### config.mk
export PLATFORM = sky130hd
export DESIGN_NAME = dual_issue
export DESIGN_NICKNAME = d
export VERILOG_FILES = /design/src/dual_issue_pkg.sv /design/src/reg_file.sv /design/src/hazard_issue.sv /design/src/forwarding_unit.sv /design/src/exec_lane.sv /design/src/dmem_arbiter.sv /design/src/dual_issue.sv
export VERILOG_INCLUDE_DIRS = /design/src
export SDC_FILE = /design/constraint.sdc
export NUM_CORES = 2
export LEC_CHECK = 0
export BUFFER_PORTS_ARGS = -buffer_cell sky130_fd_sc_hd__clkbuf_2
export CAP_MARGIN = 5
export CORE_AREA = 2 2 378 305
export DETAILED_ROUTE_END_ITERATION = 7
export DIE_AREA = 0 0 380 307
export PLACE_DENSITY = 0.76
export SYNTH_ARGS = -nofsm -noshare
export SYNTH_HDL_FRONTEND = slang
export SYNTH_SLANG_ARGS = --single-unit
### constraint.sdc
create_clock -name clk -period 14.8 [get_ports clk]
set_input_delay 0.74 -clock clk [delete_from_list [all_inputs] [get_ports clk]]
set_output_delay 0.74 -clock clk [all_outputs]
set_load 0.01 [all_outputs]
### src/dual_issue_defs.svh
`ifndef DUAL_ISSUE_DEFS_SVH
`define DUAL_ISSUE_DEFS_SVH

// Data path widths.
`define DI_WORD_W     32
`define DI_REG_W      3
`define DI_IMM_W      16

// Data memory, word addressed from the low result bits.
`define DI_DMEM_DEPTH 16
`define DI_DMEM_AW    4

`endif

### src/dual_issue_pkg.sv
`include "dual_issue_defs.svh"

package dual_issue_pkg;

    typedef logic [`DI_WORD_W-1:0]  word_t;
    typedef logic [`DI_REG_W-1:0]   reg_idx_t;
    typedef logic [`DI_IMM_W-1:0]   imm_t;
    typedef logic [`DI_DMEM_AW-1:0] dmem_addr_t;
    typedef logic [2:0]             fwd_sel_t;

    // Operand sources.
    localparam fwd_sel_t FWD_RF   = 3'd0;
    localparam fwd_sel_t FWD_MEM1 = 3'd1;
    localparam fwd_sel_t FWD_MEM2 = 3'd2;
    localparam fwd_sel_t FWD_WB1  = 3'd3;
    localparam fwd_sel_t FWD_WB2  = 3'd4;

    typedef enum logic [2:0] {
        NOP  = 3'd0,
        ADD  = 3'd1,
        SUB  = 3'd2,
        ADDI = 3'd3,
        LW   = 3'd4,
        SW   = 3'd5
    } op_t;

    typedef struct packed {
        op_t      op;
        reg_idx_t rd;
        reg_idx_t rs;
        reg_idx_t rt;
        imm_t     imm;
    } instr_t;

    // Slot1 is the older instruction.
    typedef struct packed {
        instr_t slot1;
        instr_t slot2;
    } instr_pair_t;

    typedef struct packed {
        logic     valid;
        op_t      op;
        reg_idx_t rd;
        reg_idx_t rs;
        reg_idx_t rt;
        imm_t     imm;
    } lane_ctl_t;

    typedef struct packed {
        logic       rd_en;
        logic       wr_en;
        dmem_addr_t addr;
        word_t      wdata;
    } mem_req_t;

    typedef struct packed {
        logic     valid;
        reg_idx_t rd;
        word_t    data;
    } wb_t;

    typedef enum logic {
        ISS_PAIR,
        ISS_SECOND
    } iss_state_t;

    typedef enum logic {
        ARB_IDLE,
        ARB_SECOND
    } arb_state_t;

endpackage

### src/reg_file.sv
`timescale 1ns/100ps
`include "dual_issue_defs.svh"

module reg_file import dual_issue_pkg::*; (
    input  logic     clk,
    input  logic     rst_n,
    input  reg_idx_t rd_idx [4],
    output word_t    rd_data [4],
    input  wb_t      wb1,
    input  wb_t      wb2
);

    word_t regs [1 << `DI_REG_W];

    always_ff @(posedge clk or negedge rst_n) begin
        if (!rst_n) begin
            for (int i = 0; i < (1 << `DI_REG_W); i++) begin
                regs[i] <= '0;
            end
        end else begin
            if (wb1.valid && wb1.rd != '0) begin
                regs[wb1.rd] <= wb1.data;
            end
            // Lane 2 is younger, its write lands last.
            if (wb2.valid && wb2.rd != '0) begin
                regs[wb2.rd] <= wb2.data;
            end
        end
    end

    always_comb begin
        for (int p = 0; p < 4; p++) begin
            if (rd_idx[p] == '0) begin
                rd_data[p] = '0;
            end else if (wb2.valid && wb2.rd == rd_idx[p]) begin
                rd_data[p] = wb2.data;
            end else if (wb1.valid && wb1.rd == rd_idx[p]) begin
                rd_data[p] = wb1.data;
            end else begin
                rd_data[p] = regs[rd_idx[p]];
            end
        end
    end

endmodule

### src/hazard_issue.sv
`timescale 1ns/100ps
`include "dual_issue_defs.svh"

module hazard_issue import dual_issue_pkg::*; (
    input  logic        clk,
    input  logic        rst_n,
    input  logic        issue,
    input  instr_pair_t pair,
    input  logic        mem_busy,
    input  lane_ctl_t   ex_ctl1,
    input  lane_ctl_t   ex_ctl2,
    output logic        hold,
    output lane_ctl_t   id_ctl1,
    output lane_ctl_t   id_ctl2
);

    iss_state_t state;
    lane_ctl_t  c1, c2, cand1, cand2;
    logic       dep, split, load_use;

    // Unused register fields stay zero, so r0 never looks like a hazard.
    function automatic lane_ctl_t decode(instr_t ins, logic v);
        lane_ctl_t c;
        c = '0;
        if (v) begin
            case (ins.op)
                ADD, SUB: begin
                    c.rd = ins.rd;
                    c.rs = ins.rs;
                    c.rt = ins.rt;
                end
                ADDI, LW: begin
                    c.rd = ins.rd;
                    c.rs = ins.rs;
                end
                SW: begin
                    c.rs = ins.rs;
                    c.rt = ins.rt;
                end
                default: ;
            endcase
            c.valid = (ins.op != NOP);
            c.op    = ins.op;
            c.imm   = ins.imm;
        end
        return c;
    endfunction

    function automatic logic reads(lane_ctl_t c, reg_idx_t r);
        return c.valid && (r != '0) && (c.rs == r || c.rt == r);
    endfunction

    function automatic logic load_hit(lane_ctl_t c, lane_ctl_t ex);
        return ex.valid && (ex.op == LW) && reads(c, ex.rd);
    endfunction

    always_comb begin
        c1  = decode(pair.slot1, issue);
        c2  = decode(pair.slot2, issue);
        dep = c1.valid && (c1.rd != '0) && c2.valid
              && (reads(c2, c1.rd) || c2.rd == c1.rd);
        if (state == ISS_SECOND) begin
            cand1 = c2;
            cand2 = '0;
            split = 1'b0;
        end else begin
            cand1 = c1;
            cand2 = dep ? '0 : c2;
            split = dep;
        end
        load_use = load_hit(cand1, ex_ctl1) || load_hit(cand1, ex_ctl2)
                   || load_hit(cand2, ex_ctl1) || load_hit(cand2, ex_ctl2);
        // Bubble in front of a load consumer.
        id_ctl1 = load_use ? '0 : cand1;
        id_ctl2 = load_use ? '0 : cand2;
        hold    = mem_busy || load_use || split;
    end

    always_ff @(posedge clk or negedge rst_n) begin
        if (!rst_n) begin
            state <= ISS_PAIR;
        end else if (!mem_busy && !load_use) begin
            if (state == ISS_SECOND) begin
                state <= ISS_PAIR;
            end else if (split) begin
                state <= ISS_SECOND;
            end
        end
    end

endmodule

### src/forwarding_unit.sv
`timescale 1ns/100ps
`include "dual_issue_defs.svh"

module forwarding_unit import dual_issue_pkg::*; (
    input  lane_ctl_t ex_ctl1,
    input  lane_ctl_t ex_ctl2,
    input  lane_ctl_t mem_ctl1,
    input  lane_ctl_t mem_ctl2,
    input  wb_t       wb1,
    input  wb_t       wb2,
    output fwd_sel_t  sel_a1,
    output fwd_sel_t  sel_b1,
    output fwd_sel_t  sel_a2,
    output fwd_sel_t  sel_b2
);

    // Nearest stage first, lane 2 first within a stage.
    function automatic fwd_sel_t pick(reg_idx_t r, lane_ctl_t m1, lane_ctl_t m2,
                                      wb_t w1, wb_t w2);
        fwd_sel_t s;
        if (r == '0) begin
            s = FWD_RF;
        end else if (m2.valid && m2.op != LW && m2.rd == r) begin
            s = FWD_MEM2;
        end else if (m1.valid && m1.op != LW && m1.rd == r) begin
            s = FWD_MEM1;
        end else if (w2.valid && w2.rd == r) begin
            s = FWD_WB2;
        end else if (w1.valid && w1.rd == r) begin
            s = FWD_WB1;
        end else begin
            s = FWD_RF;
        end
        return s;
    endfunction

    assign sel_a1 = pick(ex_ctl1.rs, mem_ctl1, mem_ctl2, wb1, wb2);
    assign sel_b1 = pick(ex_ctl1.rt, mem_ctl1, mem_ctl2, wb1, wb2);
    assign sel_a2 = pick(ex_ctl2.rs, mem_ctl1, mem_ctl2, wb1, wb2);
    assign sel_b2 = pick(ex_ctl2.rt, mem_ctl1, mem_ctl2, wb1, wb2);

endmodule

### src/exec_lane.sv
`timescale 1ns/100ps
`include "dual_issue_defs.svh"

module exec_lane import dual_issue_pkg::*; (
    input  logic      clk,
    input  logic      rst_n,
    input  lane_ctl_t id_ctl,
    input  word_t     id_a,
    input  word_t     id_b,
    input  fwd_sel_t  sel_a,
    input  fwd_sel_t  sel_b,
    input  word_t     mem_res1,
    input  word_t     mem_res2,
    input  wb_t       wb1,
    input  wb_t       wb2,
    input  logic      mem_busy,
    output lane_ctl_t ex_ctl,
    output lane_ctl_t mem_ctl,
    output mem_req_t  mem_req,
    output word_t     alu_res
);

    word_t ex_a, ex_b, fwd_a, fwd_b, imm_ext, alu_out, mem_b;

    function automatic word_t pick_src(fwd_sel_t s, word_t rf, word_t m1, word_t m2,
                                       wb_t w1, wb_t w2);
        word_t v;
        case (s)
            FWD_MEM1: v = m1;
            FWD_MEM2: v = m2;
            FWD_WB1:  v = w1.data;
            FWD_WB2:  v = w2.data;
            default:  v = rf;
        endcase
        return v;
    endfunction

    assign fwd_a   = pick_src(sel_a, ex_a, mem_res1, mem_res2, wb1, wb2);
    assign fwd_b   = pick_src(sel_b, ex_b, mem_res1, mem_res2, wb1, wb2);
    assign imm_ext = {{(`DI_WORD_W - `DI_IMM_W){ex_ctl.imm[`DI_IMM_W-1]}}, ex_ctl.imm};

    always_comb begin
        case (ex_ctl.op)
            ADD:          alu_out = fwd_a + fwd_b;
            SUB:          alu_out = fwd_a - fwd_b;
            ADDI, LW, SW: alu_out = fwd_a + imm_ext;
            default:      alu_out = '0;
        endcase
    end

    always_ff @(posedge clk or negedge rst_n) begin
        if (!rst_n) begin
            ex_ctl  <= '0;
            mem_ctl <= '0;
        end else if (!mem_busy) begin
            ex_ctl  <= id_ctl;
            mem_ctl <= ex_ctl;
        end
    end

    always_ff @(posedge clk) begin
        if (mem_busy) begin
            // WB empties under a stall, keep what it forwarded.
            ex_a <= fwd_a;
            ex_b <= fwd_b;
        end else begin
            ex_a    <= id_a;
            ex_b    <= id_b;
            alu_res <= alu_out;
            mem_b   <= fwd_b;
        end
    end

    always_comb begin
        mem_req.rd_en = mem_ctl.valid && (mem_ctl.op == LW);
        mem_req.wr_en = mem_ctl.valid && (mem_ctl.op == SW);
        mem_req.addr  = alu_res[`DI_DMEM_AW-1:0];
        mem_req.wdata = mem_b;
    end

endmodule

### src/dmem_arbiter.sv
`timescale 1ns/100ps
`include "dual_issue_defs.svh"

module dmem_arbiter import dual_issue_pkg::*; (
    input  logic     clk,
    input  logic     rst_n,
    input  mem_req_t req1,
    input  mem_req_t req2,
    input  word_t    res_in1,
    input  word_t    res_in2,
    output word_t    res1,
    output word_t    res2,
    output logic     mem_busy
);

    word_t      mem [`DI_DMEM_DEPTH];
    arb_state_t state;
    mem_req_t   port;
    word_t      rdata, rdata1_q;
    logic       acc1, acc2;

    always_comb begin
        acc1     = req1.rd_en || req1.wr_en;
        acc2     = req2.rd_en || req2.wr_en;
        mem_busy = acc1 && acc2 && (state == ARB_IDLE);
        // Lane 1 owns the port in ARB_IDLE when it needs it.
        port     = (state == ARB_IDLE && acc1) ? req1 : req2;
        rdata    = mem[port.addr];
        if (!req1.rd_en) begin
            res1 = res_in1;
        end else if (state == ARB_SECOND) begin
            res1 = rdata1_q;
        end else begin
            res1 = rdata;
        end
        res2 = req2.rd_en ? rdata : res_in2;
    end

    always_ff @(posedge clk) begin
        if (port.wr_en) begin
            mem[port.addr] <= port.wdata;
        end
        // Lane 1 load data, kept for the second cycle.
        if (mem_busy) begin
            rdata1_q <= rdata;
        end
    end

    always_ff @(posedge clk or negedge rst_n) begin
        if (!rst_n) begin
            state <= ARB_IDLE;
        end else if (mem_busy) begin
            state <= ARB_SECOND;
        end else begin
            state <= ARB_IDLE;
        end
    end

endmodule

### src/dual_issue.sv
`timescale 1ns/100ps
`include "dual_issue_defs.svh"

module dual_issue import dual_issue_pkg::*; (
    input  logic        clk,
    input  logic        rst_n,
    input  logic        issue,
    input  instr_pair_t pair,
    output logic        hold,
    output wb_t         out1,
    output wb_t         out2
);

    lane_ctl_t id_ctl1, id_ctl2, ex_ctl1, ex_ctl2, mem_ctl1, mem_ctl2;
    reg_idx_t  rd_idx [4];
    word_t     rd_data [4];
    fwd_sel_t  sel_a1, sel_b1, sel_a2, sel_b2;
    mem_req_t  mem_req1, mem_req2;
    word_t     alu_res1, alu_res2, res1, res2;
    logic      mem_busy;

    function automatic wb_t to_wb(lane_ctl_t c, word_t d);
        wb_t w;
        w.valid = c.valid && (c.rd != '0);
        w.rd    = c.rd;
        w.data  = d;
        return w;
    endfunction

    assign rd_idx = '{id_ctl1.rs, id_ctl1.rt, id_ctl2.rs, id_ctl2.rt};

    reg_file u_reg_file (.clk, .rst_n, .rd_idx, .rd_data, .wb1(out1), .wb2(out2));

    hazard_issue u_hazard_issue (
        .clk, .rst_n, .issue, .pair, .mem_busy,
        .ex_ctl1, .ex_ctl2, .hold, .id_ctl1, .id_ctl2
    );

    forwarding_unit u_forwarding_unit (
        .ex_ctl1, .ex_ctl2, .mem_ctl1, .mem_ctl2, .wb1(out1), .wb2(out2),
        .sel_a1, .sel_b1, .sel_a2, .sel_b2
    );

    exec_lane lane1 (
        .clk, .rst_n, .id_ctl(id_ctl1), .id_a(rd_data[0]), .id_b(rd_data[1]),
        .sel_a(sel_a1), .sel_b(sel_b1), .mem_res1(alu_res1), .mem_res2(alu_res2),
        .wb1(out1), .wb2(out2), .mem_busy, .ex_ctl(ex_ctl1), .mem_ctl(mem_ctl1),
        .mem_req(mem_req1), .alu_res(alu_res1)
    );

    exec_lane lane2 (
        .clk, .rst_n, .id_ctl(id_ctl2), .id_a(rd_data[2]), .id_b(rd_data[3]),
        .sel_a(sel_a2), .sel_b(sel_b2), .mem_res1(alu_res1), .mem_res2(alu_res2),
        .wb1(out1), .wb2(out2), .mem_busy, .ex_ctl(ex_ctl2), .mem_ctl(mem_ctl2),
        .mem_req(mem_req2), .alu_res(alu_res2)
    );

    dmem_arbiter u_dmem_arbiter (
        .clk, .rst_n, .req1(mem_req1), .req2(mem_req2), .res_in1(alu_res1),
        .res_in2(alu_res2), .res1, .res2, .mem_busy
    );

    // MEM/WB registers, empty while memory is serializing.
    always_ff @(posedge clk or negedge rst_n) begin
        if (!rst_n) begin
            out1 <= '0;
            out2 <= '0;
        end else if (mem_busy) begin
            out1 <= '0;
            out2 <= '0;
        end else begin
            out1 <= to_wb(mem_ctl1, res1);
            out2 <= to_wb(mem_ctl2, res2);
        end
    end

endmodule

==> metrics.csv <==
stage,metric,value,unit
run_status,result_of_the_run,finished with violations,
run_status,violations,design-rule violations,
global_route,globalRoute.totalOverflow,0,
drt,wl_per_cell,34.2,um
sta,slew-limit-headroom,0.139,
cts,clock_sink_count,1170,
cts,clk_path_buf_depth,3,
synth,synthesis.area_per_instance,9.91,sq um
sta,rsz0062_at_grt,false,
global_route,grt.total_usage,0.472,
sta,timing.final.crit_period,8840,ps
synth,synth_top_area_frac,0.299,
placed_design,io_buffer_count,131,
placed_design,post-place-ws,6480,ps
setup_path,worst_setup_path_end_kind,register,
min_path,timing.hold.worst.class,input pin to asynchronous set/reset pin,
cts,post-cts-setup-buffers,0,
finish,fillerInstances,8909,
cts,post_cts_resize_count,0,
drt,detailedRoute.firstPassIterationCount,8,
drt,wirelength,283000,um
synth,synth-async-reset-ratio,0.316,
setup_path,critPathRequiredTime,15300,ps
synth,ys_dominant_reg_cell,edfxtp_1,
cts,cts-htree-levels,3,
floorplan,io_pins,132,
sta,portion_of_the_clock_cycle_consumed_by_the_worst_path_in_the_final_layout,0.597,
finish,post-route-cell-area,73600,sq um
synth,yosys.area.top_type,edfxtp_1,
sta,number_of_endpoints_failing_setup_at_the_final_stage,0,
power,p_leak,0.0285,uW
global_route,maximum_number_of_pins_on_one_net_before_global_route_repair,183,
drt,post-route-drc-count,40,
synth,synth_adder_area_share,0.0125,
synth,synth_seq_cells,1170,
sta,timing_worst_slew_pin_value,1260,ps
synth,synth.top_cells.by_area,"edfxtp_1 30%, dfrtp_1 14%, mux2i_1 5.4%",
synth,yosysUniqueCellTypes,113,
drt,ant_nets,0,
cts,cts_tree,done,
synth,yosys.area_share.simple,0.134,
synth,post_synthesis_net_count,6925,
synth,yosysWarnings,0,
synth,seq_area_frac_synth,0.475,
setup_path,regToRegStartpoint,lane1.ex_ctl[17]$_DFFE_PN0N_,
sta,achievable-frequency,0.113,GHz
floorplan,die_area,117000,sq um
finish,nets,6765,
setup_path,path_class,register to register,
synth,mappedNetlistArea,67400,sq um
power,max_vdd_drop,0.135,mV
power,cellPowerDensity,158,nW/um^2
drt,vias_per_cell,7.52,
sta,fin_tns_setup,0,ps
synth,synth_cells,6800,
synth,synth_mux_area_frac,0.108,
floorplan,floorplan.initialDensity,0.595,
setup_path,critical_path.startpoint,lane1.ex_ctl[17]$_DFFE_PN0N_,
placed_design,place.gp.congestion,1.07,
finish,flow.area_growth_from_synthesis,9.11,%
placed_design,dp.final_hpwl,182000,um
synth,post_synth_xor_area_fraction,0.0164,
setup_path,reg2reg_to,lane1.alu_res[30]$_SDFFCE_PN0N_,
setup_path,crit_path_max_fanout,35,
setup_path,critical_path_arrival,9330,ps
floorplan,chipWidth,380,um
cts,post_cts_hold_buffer_count,0,
floorplan,rows,111,
sta,final_critical_path_setup_slack,5960,ps
setup_path,startpoint_type_of_the_worst_setup_path,register,
floorplan,die_height,307,um
sta,worst_skew,37.1,ps
synth,yosys-top-cells-count,"692 x nand2_1, 687 x nor2_1, 672 x edfxtp_1, 499 x clkbuf_1, 463 x a21oi_1",
global_route,grt_pass1_vias,57230,
setup_path,setup.reg_to_reg.worst_slack,5960,ps
job,cap_viol_max_count,0,
global_route,grt_antenna_before_repair,8,
drt,drtIter0Drc,12756,
cts,total_cts_buffers,115,
cts,ctsRootBufferMaster,clkbuf_16,
global_route,first_pass_grt_wire_length,402000,um
drt,vias,62197,
placed_design,dpl_cell_area,69600,sq um
setup_path,reg2reg_depth,25,
synth,synth_compound_gate_area_share,0.205,
sta,hold_viol,0,
synth,number_of_synthesized_flops_with_an_enable_pin,672,
synth,synth_most_common_cell,nand2_1,
sta,count_of_pins_over_their_slew_limit,0,
floorplan,floorplan.core_area,113000,sq um
synth,synth_top_family_by_area,compound AO/OA/AOI/OAI gates,
cts,clock_transition_time_at_the_flip_flop_clock_pins_of_the_worst_setup_and_hold_paths,70,ps
finish,final_layout_size_suffix_gt1_frac,0.126,
cts,clkLatencyLatePin,790,ps
## through the flow
stage / hold slack (ps) / instances / power [uW] / util
floorplan: 444 / 6800 / 6620 / -
global placement: 525 / 8046 / 8190 / 0.614
detailed placement: 542 / 8046 / 8250 / 0.614
CTS: 90.1 / 8264 / 11300 / 0.649
global route: 122 / 8268 / 11900 / 0.649
finish: 69.9 / 8269 / 11600 / 0.649
## state kept, by name, summed over array words and instances (netlist names), 7 cells and up
register,count
lane2.mem_b,32
lane1.alu_res,32
lane1.mem_b,32
lane2.mem_ctl,7
lane1.ex_ctl,29
lane2.alu_res,32
u_dmem_arbiter.rdata1_q,32
out1,36
out2,36
u_dmem_arbiter.mem,512
lane2.ex_ctl,29
lane1.mem_ctl,7
lane2.ex_b,32
lane1.ex_b,32
u_reg_file.regs,224
lane2.ex_a,32
lane1.ex_a,32
## logic make-up after synthesis
group,after synthesis
AO/OA/AOI/OAI,1998
XOR/XNOR,126
adder cells (fa/ha/maj),66
buffers and inverters,843
flip-flops,1170
multiplexers,560
AND/OR/NAND/NOR,2037
## report_power, final
part / internal, uW / switching [uW] / leakage (uW)
combinational: 1290 / 2690 / 0.0142
clock: 1720 / 1370 / 0.00189
sequential: 3900 / 642 / 0.0124
total: 6910 / 4700 / 0.0285
## how the worst max path moves through the flow
stage / to / slack (ps) / cells past startpoint
floorplan: hold / 8530 / 6
detailed placement: lane1.alu_res[29]$_SDFFCE_PN0N_ / 6480 / 26
finish: lane1.alu_res[30]$_SDFFCE_PN0N_ / 5960 / 25
CTS: lane1.alu_res[29]$_SDFFCE_PN0N_ / 6390 / 26
global placement: lane1.alu_res[29]$_SDFFCE_PN0N_ / 6520 / 26
global route: lane1.alu_res[30]$_SDFFCE_PN0N_ / 5500 / 25
## worst max-delay path, cell delays in order, from the launching register on
cell and delay, ps:
dfrtp_1 530, xor2_1 220, nor3_1 330, and2_0 780
o41ai_4 150, buf_4 300, a221oi_1 650, ha_1 330
o21ai_0 130, nor4_1 480, nor3b_1 900, nand3_1 380
o21ai_0 270, a21oi_1 90, a21oi_1 170, ha_1 290
and3_1 230, nand2_1 120, o21ai_0 110, a211oi_1 510
o31ai_1 240, o41ai_1 510, o21ai_0 280, a31oi_1 260
xor2_1 170, nor2_1 80
## area by class of cell
| cell class | count | area (sq um) | area share |
|---|---|---|---|
| antenna | 3 | 7.51 | 0.000102 |
| clock buffer | 155 | 3200 | 0.0435 |
| clock inverter | 63 | 718 | 0.00976 |
| inverter | 216 | 818 | 0.0111 |
| multi-input combinational | 4787 | 32600 | 0.443 |
| sequential | 1170 | 32000 | 0.435 |
| tap | 1525 | 1910 | 0.0259 |
| timing repair buffer | 350 | 2340 | 0.0318 |
## metal layers
layer	vias to the layer above	track usage	routed length [um]
met3	1260	0.203	49000
met1	29660	0.635	102000
li1	25278	-	-
met4	8	0.260	19700
met2	5991	0.639	112000
met5	-	0.00658	165
## cell usage in the layout, fill, tap and decap left out, types with 128 or more instances in the layout
cell      instances
a21oi_1         461
a22oi_1         148
buf_4           214
clkbuf_2        131
dfrtp_1         366
dfxtp_1         128
edfxtp_1        672
inv_1           211
mux2i_1         365
mux4_2          128
nand2_1         689
nand3_1         199
nor2_1          665
nor3_1          134
o211ai_1        171
o21ai_0         368
Note: power is estimated with default switching activity, not from simulation.
